**src/hdl/usb4_rx_params.svh**
```systemverilog
/*
 * USB4 receive path constants
 * lane and window widths, Gen3 ordered-set patterns per lane
 * and the Gen4 ordered-set headers used by the lane detectors
 */
`ifndef USB4_RX_PARAMS_SVH
`define USB4_RX_PARAMS_SVH

////////////////////
// widths
////////////////////
`define RX_BYTE_W 8   // one lane byte
`define RX_WIN_W  64  // sliding detection window
`define RX_HEAD_W 32  // Gen4 ordered-set header

////////////////////
// Gen3 training sets
////////////////////
// second byte carries the lane number
`define GEN3_TS1_L0 64'h01000000040098F2
`define GEN3_TS1_L1 64'h01010000040098F2
`define GEN3_TS2_L0 64'h01000000040064F2
`define GEN3_TS2_L1 64'h01010000040064F2

////////////////////
// Gen4 headers
////////////////////
`define GEN4_TS2_HEAD 32'h7E04B0F0
`define GEN4_TS3_HEAD 32'h7E0690F0
`define GEN4_TS4_HEAD 32'h7E0F0F00

`endif

```
**src/hdl/usb4_rx_pkg.sv**
```systemverilog
/*
 * USB4 receive path types
 * lane byte, detection window, Gen4 header and lane number vectors,
 * the detector mode / ordered-set code and the report kind
 */
`include "usb4_rx_params.svh"

package usb4_rx_pkg;

	////////////////////
	// vectors
	////////////////////
	typedef logic [`RX_BYTE_W-1:0] rx_byte_t;  // one byte of a lane
	typedef logic [`RX_WIN_W-1:0]  rx_win_t;   // serial bit window
	typedef logic [`RX_HEAD_W-1:0] os_head_t;  // Gen4 header
	typedef logic [0:0]            lane_id_t;  // lane 0 or 1

	////////////////////
	// enums
	////////////////////
	// selects the detector and tags the ordered set in a report
	typedef enum logic [2:0] {
		MODE_IDLE      = 3'd0,
		MODE_GEN3_TS1  = 3'd1,
		MODE_GEN3_TS2  = 3'd2,
		MODE_GEN4_TS2  = 3'd3,
		MODE_GEN4_TS3  = 3'd4,
		MODE_GEN4_TS4  = 3'd5,
		MODE_TRANSPORT = 3'd6
	} rx_mode_e;

	typedef enum logic {
		KIND_OS   = 1'b0,  // ordered set found
		KIND_DATA = 1'b1   // forwarded transport byte
	} rpt_kind_e;

endpackage

```
**src/hdl/usb4_rx_if.sv**
```systemverilog
/*
 * USB4 receive path interfaces
 * lane_bits_if links a lane serializer to its detector,
 * report_if carries one lane's reports to the arbiter
 */
`timescale 1ns/1ps

interface lane_bits_if import usb4_rx_pkg::*; ();

	logic     bit_valid;   // one serial bit this cycle
	logic     bit_data;
	logic     byte_valid;  // transport byte this cycle
	rx_byte_t byte_data;
	logic     hold;        // detector busy, stall the lane

	modport ser (
		output bit_valid, bit_data, byte_valid, byte_data,
		input  hold
	);

	modport det (
		input  bit_valid, bit_data, byte_valid, byte_data,
		output hold
	);

endinterface

interface report_if import usb4_rx_pkg::*; ();

	// payload held stable from valid until valid & ready
	logic      valid;
	logic      ready;
	rpt_kind_e kind;
	rx_mode_e  os_type;
	rx_byte_t  data;

	modport src (
		output valid, kind, os_type, data,
		input  ready
	);

	modport arb (
		input  valid, kind, os_type, data,
		output ready
	);

endinterface

```
**src/hdl/lane_serializer.sv**
```systemverilog
/*
 * Lane serializer
 * takes lane bytes on valid/ready and shifts them out MSB first,
 * or hands the whole byte over in transport mode; idle mode drops bytes
 */
`timescale 1ns/1ps
`include "usb4_rx_params.svh"

module lane_serializer import usb4_rx_pkg::*; (
	input  logic        clk,
	input  logic        rst,
	input  rx_mode_e    mode,
	input  rx_byte_t    in_data,
	input  logic        in_valid,
	output logic        in_ready,
	lane_bits_if.ser    bits
);

	logic       full;      // shifter holds a byte
	logic [2:0] bit_cnt;   // bits already sent
	rx_byte_t   shift_q;
	logic       os_mode;
	logic       step;
	logic       last;
	logic       take;

	assign os_mode = (mode == MODE_GEN3_TS1) || (mode == MODE_GEN3_TS2) ||
		(mode == MODE_GEN4_TS2) || (mode == MODE_GEN4_TS3) ||
		(mode == MODE_GEN4_TS4);

	////////////////////
	// handshake
	////////////////////
	assign step = full & ~bits.hold;                      // shifter advances
	assign last = os_mode ? (bit_cnt == 3'd7) : 1'b1;     // byte done after this step
	assign in_ready = ~bits.hold & (~full | last);
	assign take = in_valid & in_ready;

	assign bits.bit_valid  = step & os_mode;
	assign bits.bit_data   = shift_q[`RX_BYTE_W-1];        // MSB first
	assign bits.byte_valid = step & (mode == MODE_TRANSPORT);
	assign bits.byte_data  = shift_q;

	////////////////////
	// state
	////////////////////
	always_ff @(posedge clk or negedge rst) begin
		if (!rst) begin
			full    <= 1'b0;
			bit_cnt <= 3'd0;
		end else if (take) begin
			full    <= 1'b1;
			bit_cnt <= 3'd0;   // back to back when the last bit goes out
		end else if (step) begin
			if (last) begin
				full <= 1'b0;
			end else begin
				bit_cnt <= bit_cnt + 3'd1;
			end
		end
	end

	always_ff @(posedge clk) begin
		if (take) begin
			shift_q <= in_data;
		end else if (step) begin
			shift_q <= {shift_q[`RX_BYTE_W-2:0], 1'b0};
		end
	end

endmodule

```
**src/hdl/os_detector.sv**
```systemverilog
/*
 * Ordered-set detector for one lane
 * slides serial bits through a 64-bit window and matches the Gen3 set
 * of its lane or the selected Gen4 header; forwards transport bytes.
 * one pending report, the lane is held until it is taken
 */
`timescale 1ns/1ps
`include "usb4_rx_params.svh"

module os_detector import usb4_rx_pkg::*; #(
	parameter int LANE_ID = 0
) (
	input  logic        clk,
	input  logic        rst,
	input  rx_mode_e    mode,
	lane_bits_if.det    bits,
	report_if.src       rpt
);

	// Gen3 sets carry the lane number
	localparam rx_win_t TS1_PAT = (LANE_ID == 0) ? `GEN3_TS1_L0 : `GEN3_TS1_L1;
	localparam rx_win_t TS2_PAT = (LANE_ID == 0) ? `GEN3_TS2_L0 : `GEN3_TS2_L1;

	rx_win_t   win_q;
	rx_win_t   win_nxt;     // window including the newest bit
	rx_mode_e  mode_q;      // last mode, for change detection
	os_head_t  head;
	logic      hit;
	logic      load;
	logic      pend_q;
	rpt_kind_e kind_q;
	rx_mode_e  os_q;
	rx_byte_t  data_q;

	assign win_nxt = {win_q[`RX_WIN_W-2:0], bits.bit_data};
	assign head = win_nxt[`RX_HEAD_W-1:0];

	////////////////////
	// pattern compare
	////////////////////
	always_comb begin
		case (mode)
			MODE_GEN3_TS1: hit = (win_nxt == TS1_PAT);
			MODE_GEN3_TS2: hit = (win_nxt == TS2_PAT);
			MODE_GEN4_TS2: hit = (head == `GEN4_TS2_HEAD);
			MODE_GEN4_TS3: hit = (head == `GEN4_TS3_HEAD);
			MODE_GEN4_TS4: hit = (head == `GEN4_TS4_HEAD);
			default:       hit = 1'b0;   // idle, transport
		endcase
	end

	// the lane is stalled while pending, so no load can collide
	assign load = (bits.bit_valid & hit) | bits.byte_valid;

	////////////////////
	// window
	////////////////////
	always_ff @(posedge clk or negedge rst) begin
		if (!rst) begin
			win_q  <= '0;
			mode_q <= MODE_IDLE;
		end else begin
			mode_q <= mode;
			if (mode != mode_q) begin
				win_q <= '0;     // new ordered set type, start over
			end else if (bits.bit_valid) begin
				win_q <= win_nxt;
			end
		end
	end

	////////////////////
	// pending report
	////////////////////
	always_ff @(posedge clk or negedge rst) begin
		if (!rst) begin
			pend_q <= 1'b0;
		end else if (load) begin
			pend_q <= 1'b1;
		end else if (rpt.ready) begin
			pend_q <= 1'b0;      // taken by the arbiter
		end
	end

	always_ff @(posedge clk) begin
		if (load) begin
			os_q <= mode;
			if (bits.byte_valid) begin
				kind_q <= KIND_DATA;
				data_q <= bits.byte_data;
			end else begin
				kind_q <= KIND_OS;
				data_q <= '0;
			end
		end
	end

	assign rpt.valid   = pend_q;
	assign rpt.kind    = kind_q;
	assign rpt.os_type = os_q;
	assign rpt.data    = data_q;
	assign bits.hold   = pend_q;   // back-pressure to the serializer

endmodule

```
**src/hdl/report_arbiter.sv**
```systemverilog
/*
 * Report arbiter
 * round-robin choice between the two lane report streams into one
 * registered output stage tagged with the lane number
 */
`timescale 1ns/1ps

module report_arbiter import usb4_rx_pkg::*; (
	input  logic       clk,
	input  logic       rst,
	report_if.arb      req0,
	report_if.arb      req1,
	output logic       rpt_valid,
	input  logic       rpt_ready,
	output rpt_kind_e  rpt_kind,
	output lane_id_t   rpt_lane,
	output rx_mode_e   rpt_os,
	output rx_byte_t   rpt_data
);

	lane_id_t last_q;    // lane granted most recently
	lane_id_t pick;      // lane chosen this cycle
	logic     out_free;  // output stage can load
	logic     grant;

	assign out_free = ~rpt_valid | rpt_ready;

	always_comb begin
		if (req0.valid && req1.valid) begin
			pick = ~last_q;                 // alternate on contention
		end else begin
			pick = lane_id_t'(req1.valid);
		end
	end

	assign grant = out_free & (req0.valid | req1.valid);
	assign req0.ready = grant & (pick == 1'b0);
	assign req1.ready = grant & (pick == 1'b1);

	////////////////////
	// output stage
	////////////////////
	always_ff @(posedge clk or negedge rst) begin
		if (!rst) begin
			rpt_valid <= 1'b0;
			last_q    <= 1'b1;   // lane 0 wins first
		end else if (grant) begin
			rpt_valid <= 1'b1;
			last_q    <= pick;
		end else if (rpt_ready) begin
			rpt_valid <= 1'b0;
		end
	end

	always_ff @(posedge clk) begin
		if (grant) begin
			rpt_lane <= pick;
			rpt_kind <= pick ? req1.kind : req0.kind;
			rpt_os   <= pick ? req1.os_type : req0.os_type;
			rpt_data <= pick ? req1.data : req0.data;
		end
	end

endmodule

```
**src/hdl/usb4_rx_top.sv**
```systemverilog
/*
 * USB4 two-lane receive top
 * per lane a serializer and an ordered-set detector, one shared
 * report stream through the round-robin arbiter
 */
`timescale 1ns/1ps

module usb4_rx_top import usb4_rx_pkg::*; (
	input  logic      clk,
	input  logic      rst,
	input  rx_mode_e  mode,        // stable while bytes are in flight
	input  rx_byte_t  lane0_data,
	input  logic      lane0_valid,
	output logic      lane0_ready,
	input  rx_byte_t  lane1_data,
	input  logic      lane1_valid,
	output logic      lane1_ready,
	output logic      rpt_valid,
	input  logic      rpt_ready,
	output rpt_kind_e rpt_kind,
	output lane_id_t  rpt_lane,
	output rx_mode_e  rpt_os,
	output rx_byte_t  rpt_data
);

	lane_bits_if bits0 ();
	lane_bits_if bits1 ();
	report_if    rep0 ();
	report_if    rep1 ();

	////////////////////
	// lane 0
	////////////////////
	lane_serializer ser0_i (
		.clk(clk), .rst(rst), .mode(mode),
		.in_data(lane0_data), .in_valid(lane0_valid), .in_ready(lane0_ready),
		.bits(bits0.ser)
	);

	os_detector #(.LANE_ID(0)) det0_i (
		.clk(clk), .rst(rst), .mode(mode), .bits(bits0.det), .rpt(rep0.src)
	);

	////////////////////
	// lane 1
	////////////////////
	lane_serializer ser1_i (
		.clk(clk), .rst(rst), .mode(mode),
		.in_data(lane1_data), .in_valid(lane1_valid), .in_ready(lane1_ready),
		.bits(bits1.ser)
	);

	os_detector #(.LANE_ID(1)) det1_i (
		.clk(clk), .rst(rst), .mode(mode), .bits(bits1.det), .rpt(rep1.src)
	);

	////////////////////
	// shared report bus
	////////////////////
	report_arbiter arb_i (
		.clk(clk), .rst(rst),
		.req0(rep0.arb), .req1(rep1.arb),
		.rpt_valid(rpt_valid), .rpt_ready(rpt_ready),
		.rpt_kind(rpt_kind), .rpt_lane(rpt_lane),
		.rpt_os(rpt_os), .rpt_data(rpt_data)
	);

endmodule

```
**config.mk**
```make
export PLATFORM = sky130hd
export DESIGN_NAME = usb4_rx_top
export DESIGN_NICKNAME = d
export VERILOG_FILES = /design/src/hdl/usb4_rx_pkg.sv /design/src/hdl/usb4_rx_if.sv /design/src/hdl/lane_serializer.sv /design/src/hdl/os_detector.sv /design/src/hdl/report_arbiter.sv /design/src/hdl/usb4_rx_top.sv
export VERILOG_INCLUDE_DIRS = /design/src /design/src/hdl
export SDC_FILE = /design/constraint.sdc
export NUM_CORES = 1
export LEC_CHECK = 0
export ABC_AREA = 1
export BUFFER_PORTS_ARGS = -buffer_cell sky130_fd_sc_hd__clkbuf_2
export CAP_MARGIN = 10
export CORE_UTILIZATION = 55
export CTS_CLUSTER_SIZE = 25
export DETAILED_ROUTE_END_ITERATION = 8
export PLACE_DENSITY = 0.84
export SETUP_SLACK_MARGIN = 0.1
export SYNTH_ARGS = -nofsm -noshare
export SYNTH_HDL_FRONTEND = slang
export SYNTH_SLANG_ARGS = --single-unit
export TNS_END_PERCENT = 10
```
**constraint.sdc**
```tcl
create_clock -name clk -period 2.1 [get_ports clk]
set_input_delay 0.21 -clock clk [delete_from_list [all_inputs] [get_ports clk]]
set_output_delay 0.21 -clock clk [all_outputs]
set_load 0.02 [all_outputs]
```
**Word-level counts from Yosys, hierarchy flattened**

Cells that the tools add are included.

- Register bits: 194
- Input bits: 24
- Logic and storage cells: 128
- Output and inout bits: 16

- Multiplexer cells: 36
- Reductions and logical operators: 18
- Equal/unequal tests: 21
- Bitwise operators: 28
- $add $sub $neg: 2

Operators with widths:

| operator | number |
|---|---|
| $eq A64 B57 Y1 const B | 4 |
| $mux W63 | 4 |
| $eq A32 B31 Y1 const B | 6 |
| $mux W8 | 5 |
| $mux W3 | 7 |
| $mux W1 | 18 |
| $reduce_bool A2 Y1 | 9 |
| $and A1 B1 Y1 | 15 |
| $eq A3 B3 Y1 const B | 5 |
| $pmux W1 S5 | 2 |
| $reduce_and A2 Y1 | 4 |
| $not A1 Y1 | 7 |
| $add A3 B1 Y3 const B | 2 |
| $eq A3 B2 Y1 const B | 2 |
| $or A1 B1 Y1 | 6 |
| $logic_or A1 B1 Y1 | 4 |
| $ne A2 B2 Y1 const B | 2 |
| $eq A3 B1 Y1 const B | 1 |
| $ne A3 B3 Y1 | 1 |
| $logic_and A1 B1 Y1 | 1 |

**Longest topological paths before layout**

Gate-level depths: netlist of the first run.

- Depth in word-level cells: 11
- Gate-level depth with buffers: 12

**By module**

A second synthesis of the first run with hierarchy kept.

- Cell total of the unflattened synthesis: 1098
- Area, all modules: 9396.5 µm²

Modules (own cells, without submodules):

| module | times used | seq. area each (µm²) | cells an instance | area an instance (µm²) |
|---|---|---|---|---|
| os_detector (det0_i) | 1 | 2037.0 | 439 | 3657.3 |
| os_detector (det1_i) | 1 | 2037.0 | 432 | 3597.2 |
| lane_serializer | 2 | 340.3 | 79 | 733.2 |
| report_arbiter | 1 | 441.7 | 69 | 675.6 |

**Worst setup path before layout of the first run**

Ideal clock, no wire load.

- Path type: reg-to-reg
- Start: register det1_i.pend_q (netlist: det1_i.bits.hold)
- End: register det1_i.data_q[0] (netlist: det1_i.rpt.data[0]), enable pin
- Stages on the path, launching flop included: 7
- Path slack: 0.277 ns
- Required time: 1.750 ns
- Library setup time: 0.350 ns
- Data arrival time: 1.472 ns
- Cell sequence: dfrtp_1 > nor2_1 > inv_1 > nor2_4 > clkbuf_1 > nand2_1 > nand2_1

- Longest elaborated chain between the ends: 5
- Elaborated cells between the ends (all ways): 6
- Classes of those cells: bitwise (6)

Ends and longest elaborated chain:

| item | RTL line | RTL |
|---|---|---|
| from (decl) | os_detector.sv:30 | `logic pend_q;` |
| from (signal assigned) | os_detector.sv:77 | `pend_q <= 1'b0;` |
| from (signal assigned) | os_detector.sv:79 | `pend_q <= 1'b1;` |
| from (signal assigned) | os_detector.sv:81 | `pend_q <= 1'b0;` |
| $not A1 Y1 (*) | lane_serializer.sv:34 | `assign step = full & ~bits.hold;` |
| $and A1 B1 Y1 (*) | lane_serializer.sv:34 |  |
| $and A1 B1 Y1 | lane_serializer.sv:39 | `assign bits.bit_valid = step & os_mode;` |
| $and A1 B1 Y1 | os_detector.sv:53 | `assign load = (bits.bit_valid & hit) \| bits.byte_valid;` |
| $or A1 B1 Y1 (*) | os_detector.sv:53 |  |
| via det1_i.load | os_detector.sv:29 | `logic load;` |
| to (signal assigned) | os_detector.sv:90 | `data_q <= bits.byte_data;` |
| to (decl) | os_detector.sv:33 | `rx_byte_t data_q;` |

The timed path passes the listed nets; every way through them passes the cells marked *.
A chain may end at the register's enable or synchronous reset.

**Worst setup path after layout of the first run**

- Start: register ser0_i.bit_cnt[0]
- End: output port lane0_ready

- Longest elaborated chain between the ends: 4

Ends and longest elaborated chain:

| item | RTL line | RTL |
|---|---|---|
| from (decl) | lane_serializer.sv:20 | `logic [2:0] bit_cnt;` |
| from (signal assigned) | lane_serializer.sv:58 | `bit_cnt <= bit_cnt + 3'd1;` |
| $eq A3 B3 Y1 | lane_serializer.sv:35 | `assign last = os_mode ? (bit_cnt == 3'd7) : 1'b1;` |
| $mux W1 | lane_serializer.sv:35 |  |
| $or A1 B1 Y1 | lane_serializer.sv:36 | `assign in_ready = ~bits.hold & (~full \| last);` |
| $and A1 B1 Y1 | lane_serializer.sv:36 |  |
| to (decl) | usb4_rx_top.sv:14 | `output logic lane0_ready,` |

No other way between the ends.

==> results of run 1 <==
## cells by family (layout without fill, tap and decap cells)
kind of cell               after synthesis  count (layout)  share of synthesized area
buffers and inverters                  183             237                     0.0856
and+or+nand+nor                        423             423                      0.208
xor gates and xnor gates                 5               5                    0.00513
AOI/OAI and AO/OA                      142             142                     0.0956
DFF                                    194             194                      0.600
adders and majority gates                4               4                    0.00586
## area by class of cell
type                    instances  area share
well taps                     188      0.0244
clock buffers                  18      0.0445
repair buffers                 61      0.0495
clock inverters                14      0.0158
multi-input cells             574       0.279
inverters                     144      0.0560
flip-flops and latches        194       0.531
## metal layers
metal  up-vias  global-route usage  wire length (µm)
met5         -                   0                 0
met4         0              0.0943               337
met3        26              0.0439               760
met2       165               0.337              7590
met1      2967               0.303              7620
li1       3173                   -                 -
## state kept, by name, summed over array words and instances (netlist names), 3 cells and up
signal,count
arb_i.rpt_data,8
arb_i.rpt_os,3
det0_i.rpt.data,8
det0_i.rpt.os_type,3
det0_i.win_q,63
det1_i.mode_q,3
det1_i.rpt.data,8
det1_i.rpt.os_type,3
det1_i.win_q,63
ser0_i.bit_cnt,3
ser0_i.bits.byte_data,8
ser1_i.bit_cnt,3
ser1_i.bits.byte_data,8
## synthesized netlist by cell type, drive strengths merged
library cell	instances
nand4	5
edfxtp	53
buf	27
ha	4
o21ai	74
nand2	213
clkbuf	12
inv	142
a21oi	5
xnor2	2
o22ai	63
nor2	102
nor3	3
xor2	3
dfstp	1
dfrtp	140
clkinv	2
nand3	100
## through the flow
step           hold WS (ns)  instances
2_1_floorplan       -0.0856        951
3_3_place_gp          0.203       1157
3_5_place_dp          0.207       1157
4_1_cts             0.00342       1192
5_1_grt              0.0136       1193
6_report             0.0224       1193
## path summary, 6_finish.rpt
kind / start / endpoint / slack (ns) / depth (start not counted)
max: ser0_i.bit_cnt[0] / lane0_ready / 0.18 / 5
min: mode[2] / det1_i.mode_q[2] / 0.02 / 1
max reg2reg: det0_i.win_q[26] / det0_i.rpt.os_type[0] / 0.23 / 12
min reg2reg: det1_i.rpt.kind / arb_i.rpt_kind / 0.51 / 2
max in group asynchronous: rst / det0_i.win_q[32] / 1.16 / 3
min in group asynchronous: rst / det0_i.bits.hold / 0.30 / 2
## worst max-delay path: cells and delay by family (launching register included)
| family | cells | cell delay (ns) |
|---|---|---|
| adders and majority gates | 2 | 0.40 |
| and+or+nand+nor | 1 | 0.21 |
| AOI/OAI and AO/OA | 1 | 0.08 |
| DFF | 1 | 0.40 |
| buffers and inverters | 1 | 0.17 |
## power breakdown
group | internal [mW] | leakage (nW) | switching (mW)
clock | 1.77 | 0.277 | 1.44
combinational | 0.538 | 1.70 | 1.29
sequential | 4.40 | 2.46 | 0.203
## timing repair
item | 4_1_cts | 5_1_grt
setup buffers | 0 | 1
hold buffers | 3 | 0
gates resized for setup | 0 | 1
setup endpoints to repair | 0 | 12
endpoints found under the hold margin | 52 | 0
==> out/results.txt, run 1 <==
Most used cell, CP: ha_1
CTS sink count: 194
Initial drt markers: 633
Total track usage: 0.218
Cell Pwr Density: 999 mW/mm²
Area leader, netlist: dfrtp_1
Antenna diodes: 0
Drt drc: 0
Setup-failing EPs final: 0
Sequential cell area fraction in the yosys report: 0.600
Core Rows: 45
Pwr Total: 9.64 mW
Skew final: 0.0108 ns
CORE AREA: 0.0151 mm²
Post-DP HPWL: 10.7 mm
Syn Inst Count: 951
Final Cell Area: 0.00965 mm²
Largest cells by area after synthesis: dfrtp_1, edfxtp_1, nand2_1, inv_1, nand3_1
Worst Path Max Fanout: 3
CTS H-Tree Depth: 4
Gr ovfl total: 0
Crit path max-delay cell type: dfrtp_1
Startpoint Class: register
Vias per std cell: 5.31
Achievable Freq: 520 MHz
Clock root buffer: clkbuf_16
Minimum clock period: 1.92 ns
Unrepaired setup endpoints after global routing: false
DR vias: 6331
Worst slew pin tran: 0.521 ns
Req. time, crit path: 1.89 ns
Critical Path Sink Type: output pin
Finished Core Util: 0.637
Status: complete, no violations
Setup TNS: 0 ns
CP peak stage delay: 0.40 ns
Syn_nets: 979
DRT Pass-1 Iters: 5
Chip Width: 127 µm
Final hold violations: 0
Area occupied by registers: 0.00512 mm²
WS Path Type: register to output pin
Final wirelength: 16.3 mm
Hold WC Path Type: input pin to register
Rel. slew slack: 0.652
Mapped cell area: 0.00853 mm²
Max-slew violations: 0
First-pass GRT wire length: 27.5 mm
GP Congestion: 0.835
Reg clk slew, reported paths: 0.08 ns
Net count, final: 1020
Post-route setup slack: 0.179 ns
Most common cell after layout, fill and taps aside: nand2_1
Post-synthesis register bit count: 194
Share of layout cells above drive strength 1: 0.103
Clk_lat worst skew: 0.44 ns
Vias in the first global route: 5889
Deepest clock path buffer count: 2
TritonCTS clock tree: yes
CP Cell Sequence: ha_1, ha_1, nor2_2, a21oi_4, clkbuf_2
Layout area overhead: 13.1%
Die Height: 127 µm
Area of the multi-input gates: 0.00270 mm²
Routed WL per cell: 13.7 µm
Leakage power: 4.43 nW
Placed cell area: 0.00903 mm²
Syn Area/Cell: 8.97 µm²
Die area: 0.0160 mm²
Period Utilization, post-route: 0.915
Filler cell count: 1152
Most frequent cells in the layout: nand2_1, dfrtp_1, inv_1
Initial core utilization: 0.563
Distinct cell type count after synthesis: 28
Antenna-violating nets left: 0
Worst vdd ir: 0.630 mV
Setup WS pre-CTS: 0.163 ns
Port Buf Inserts: 39
Largest net degree at the start of global routing: 96
Yosys top cell area share: 0.410
I/O pin cnt: 40
CP arrival: 1.71 ns
Max-cap violations: 0
Yosys warns: 0
CTS Buf Count: 17
Initial antenna violation count: 0
Note: power is estimated with default switching activity, not from simulation.
==> run 2, diff against run 1 <==
--- a/config.mk
+++ b/config.mk
@@ -13,6 +13,7 @@
 export CTS_CLUSTER_SIZE = 25
 export DETAILED_ROUTE_END_ITERATION = 8
 export PLACE_DENSITY = 0.84
+export REMOVE_ABC_BUFFERS = 1
 export SETUP_SLACK_MARGIN = 0.1
 export SYNTH_ARGS = -nofsm -noshare
 export SYNTH_HDL_FRONTEND = slang
==> run 2 against run 1 <==
Against the previous run: core utilization decreased by 0.058 points; via count up 1.3%; non-clock buffer count is 3 higher; cell area is essentially flat; power rose by 0.93%; highest routed layer unchanged; register-to-register slack gained 0.02 ns; critical endpoint is now lane1_ready; critical path type unchanged.
==> out/results.txt, run 2 (synthesis results as in run 1) <==
Routed WL per cell: 14.5 µm (was 13.7 µm)
Initial antenna violation count: 0 (unchanged)
Final hold violations: 0 (unchanged)
Layout Cells excl Fill: 1196 (was 1193)
Placed instance count: 1162 (was 1157)
Core Rows: 45 (unchanged)
DR vias: 6411 (was 6331)
Hold path depth: 1 (unchanged)
R2r startpoint: det0_i.win_q[48] (was det0_i.win_q[26])
Max-slew violations: 0 (unchanged)
Worst vdd ir: 0.803 mV (was 0.630 mV)
CTS sink count: 194 (unchanged)
DRT Pass-1 Iters: 6 (was 5)
Largest net degree at the start of global routing: 96 (unchanged)
Unrepaired setup endpoints after global routing: false (unchanged)
Most common cell after layout, fill and taps aside: nand2_1 (unchanged)
Initial drt markers: 602 (was 633)
Startpoint Class: register (unchanged)
Skew final: 0.00933 ns (was 0.0108 ns)
Rel. slew slack: 0.671 (was 0.652)
Deepest clock path buffer count: 2 (unchanged)
GP Congestion: 0.835 (about the same)
Drt drc: 0 (unchanged)
Hold Path End: det1_i.mode_q[2] (unchanged)
CTS H-Tree Depth: 4 (unchanged)
Clk_lat worst skew: 0.43 ns (was 0.44 ns)
Chip Width: 127 µm (unchanged)
Period Utilization, post-route: 0.894 (was 0.915)
Port Buf Inserts: 39 (unchanged)
Req. time, crit path: 1.89 ns (about the same)
Status: complete, no violations (unchanged)
Max-cap violations: 0 (unchanged)
Layout area overhead: 13.0% (was 13.1%)
Achievable Freq: 533 MHz (was 520 MHz)
Leading registers by flop count: det0_i.win_q (63), det1_i.win_q (63) (unchanged)
Initial core utilization: 0.563 (unchanged)
Final wirelength: 17.3 mm (was 16.3 mm)
Vias per std cell: 5.36 (was 5.31)
Antenna diodes: 0 (unchanged)
I/O pin cnt: 40 (unchanged)
Minimum clock period: 1.88 ns (was 1.92 ns)
Antenna-violating nets left: 0 (unchanged)
Most frequent cells in the layout: nand2_1, dfrtp_1, inv_1 (unchanged)
WS Path Type: register to output pin (unchanged)
Worst R2R End: det0_i.rpt.data[3] (was det0_i.rpt.os_type[0])
Gr ovfl total: 0 (unchanged)
Critical Path Sink Type: output pin (unchanged)
Die Height: 127 µm (unchanged)
Post-DP HPWL: 11.3 mm (was 10.7 mm)
Share of layout cells above drive strength 1: 0.103 (about the same)
Total track usage: 0.235 (was 0.218)
Worst r2r path cells: 12 (unchanged)
CORE AREA: 0.0151 mm² (unchanged)
CP arrival: 1.67 ns (was 1.71 ns)
Reg clk slew, reported paths: 0.07 ns (was 0.08 ns)
TritonCTS clock tree: yes (unchanged)
Setup-failing EPs final: 0 (unchanged)
Hold path start: mode[2] (unchanged)
Vias in the first global route: 6137 (was 5889)
Pwr Total: 9.73 mW (was 9.64 mW)
Worst slew pin tran: 0.494 ns (was 0.521 ns)
Leakage power: 4.44 nW (was 4.43 nW)
Cell Pwr Density: 1010 mW/mm² (was 999 mW/mm²)
First-pass GRT wire length: 29.2 mm (was 27.5 mm)
Setup TNS: 0 ns (unchanged)
Net count, final: 1023 (was 1020)
Clock root buffer: clkbuf_16 (unchanged)
Worst Path Max Fanout: 3 (unchanged)
Worst reg-to-reg setup slack: 0.25 ns (was 0.23 ns)
Die area: 0.0160 mm² (unchanged)
CTS Buf Count: 17 (unchanged)
Hold WC Path Type: input pin to register (unchanged)
Finished Core Util: 0.637 (about the same)
==> run 2: changes by cell type in the layout (fill, tap and decap cells not counted) <==
cell and delta:
buf_12 -4, dlygate4sd3_1 -1, clkbuf_1 +4, clkinv_4 -3
bufinv_16 +2, inv_6 -4, clkinvlp_4 +1, buf_4 +8
==> run 2: power breakdown <==
| part | switching, mW | leakage, nW | internal [mW] |
|---|---|---|---|
| clock | 1.33 | 0.280 | 1.99 |
| combinational | 1.28 | 1.70 | 0.520 |
| sequential | 0.215 | 2.46 | 4.40 |
| total | 2.82 | 4.44 | 6.91 |
==> run 2: per-stage QoR <==
step | instance area (µm²) | hold WS [ns] | setup slack (ns)
2_1_floorplan | 8340 | -0.0856 | -1.90
3_3_place_gp | 9020 | 0.192 | 0.195
3_5_place_dp | 9020 | 0.195 | 0.164
4_1_cts | 9640 | 0.00905 | 0.209
5_1_grt | 9640 | 0.0149 | 0.101
6_report | 9640 | 0.0261 | 0.223
==> run 2: final cells by class <==
type	instances	area [µm²]
fillers	1169	5500
flip-flops and latches	194	5120
multi-input cells	574	2700
inverters	144	541
repair buffers	64	448
clock buffers	22	444
well taps	188	235
clock inverters	10	159
==> run 2: worst max path at each step <==
stage / endpoint / start
2_1_floorplan: det0_i.win_q[0] / det1_i.mode_q[0]
3_3_place_gp: ser1_i.bits.byte_data[3] / mode[1]
3_5_place_dp: ser1_i.bits.byte_data[2] / mode[1]
4_1_cts: lane1_ready / ser1_i.bit_cnt[0]
5_1_grt: det0_i.rpt.data[4] / det0_i.win_q[41]
6_report: lane1_ready / ser1_i.bit_cnt[0]
==> run 2: repair_timing <==
| action | in CTS | in global routing |
|---|---|---|
| setup buffers | 0 | 0 |
| hold buffers | 2 | 0 |
| setup endpoints to repair | 0 | 12 |
| resized for setup | 0 | 1 |
| hold endpoints to repair | 48 | 0 |
==> run 2: critical path: stages, from the launching register on <==
cell and delay [ns]:
dfrtp_1 0.40, ha_1 0.21, ha_1 0.19, nor2_2 0.18
a21oi_4 0.08, clkbuf_2 0.17
==> run 2: per-layer routing <==
layer / wire [µm] / global-route usage
met1: 7530 / 0.314
met2: 8400 / 0.374
met3: 993 / 0.0607
met4: 401 / 0.0858
met5: 0 / 0
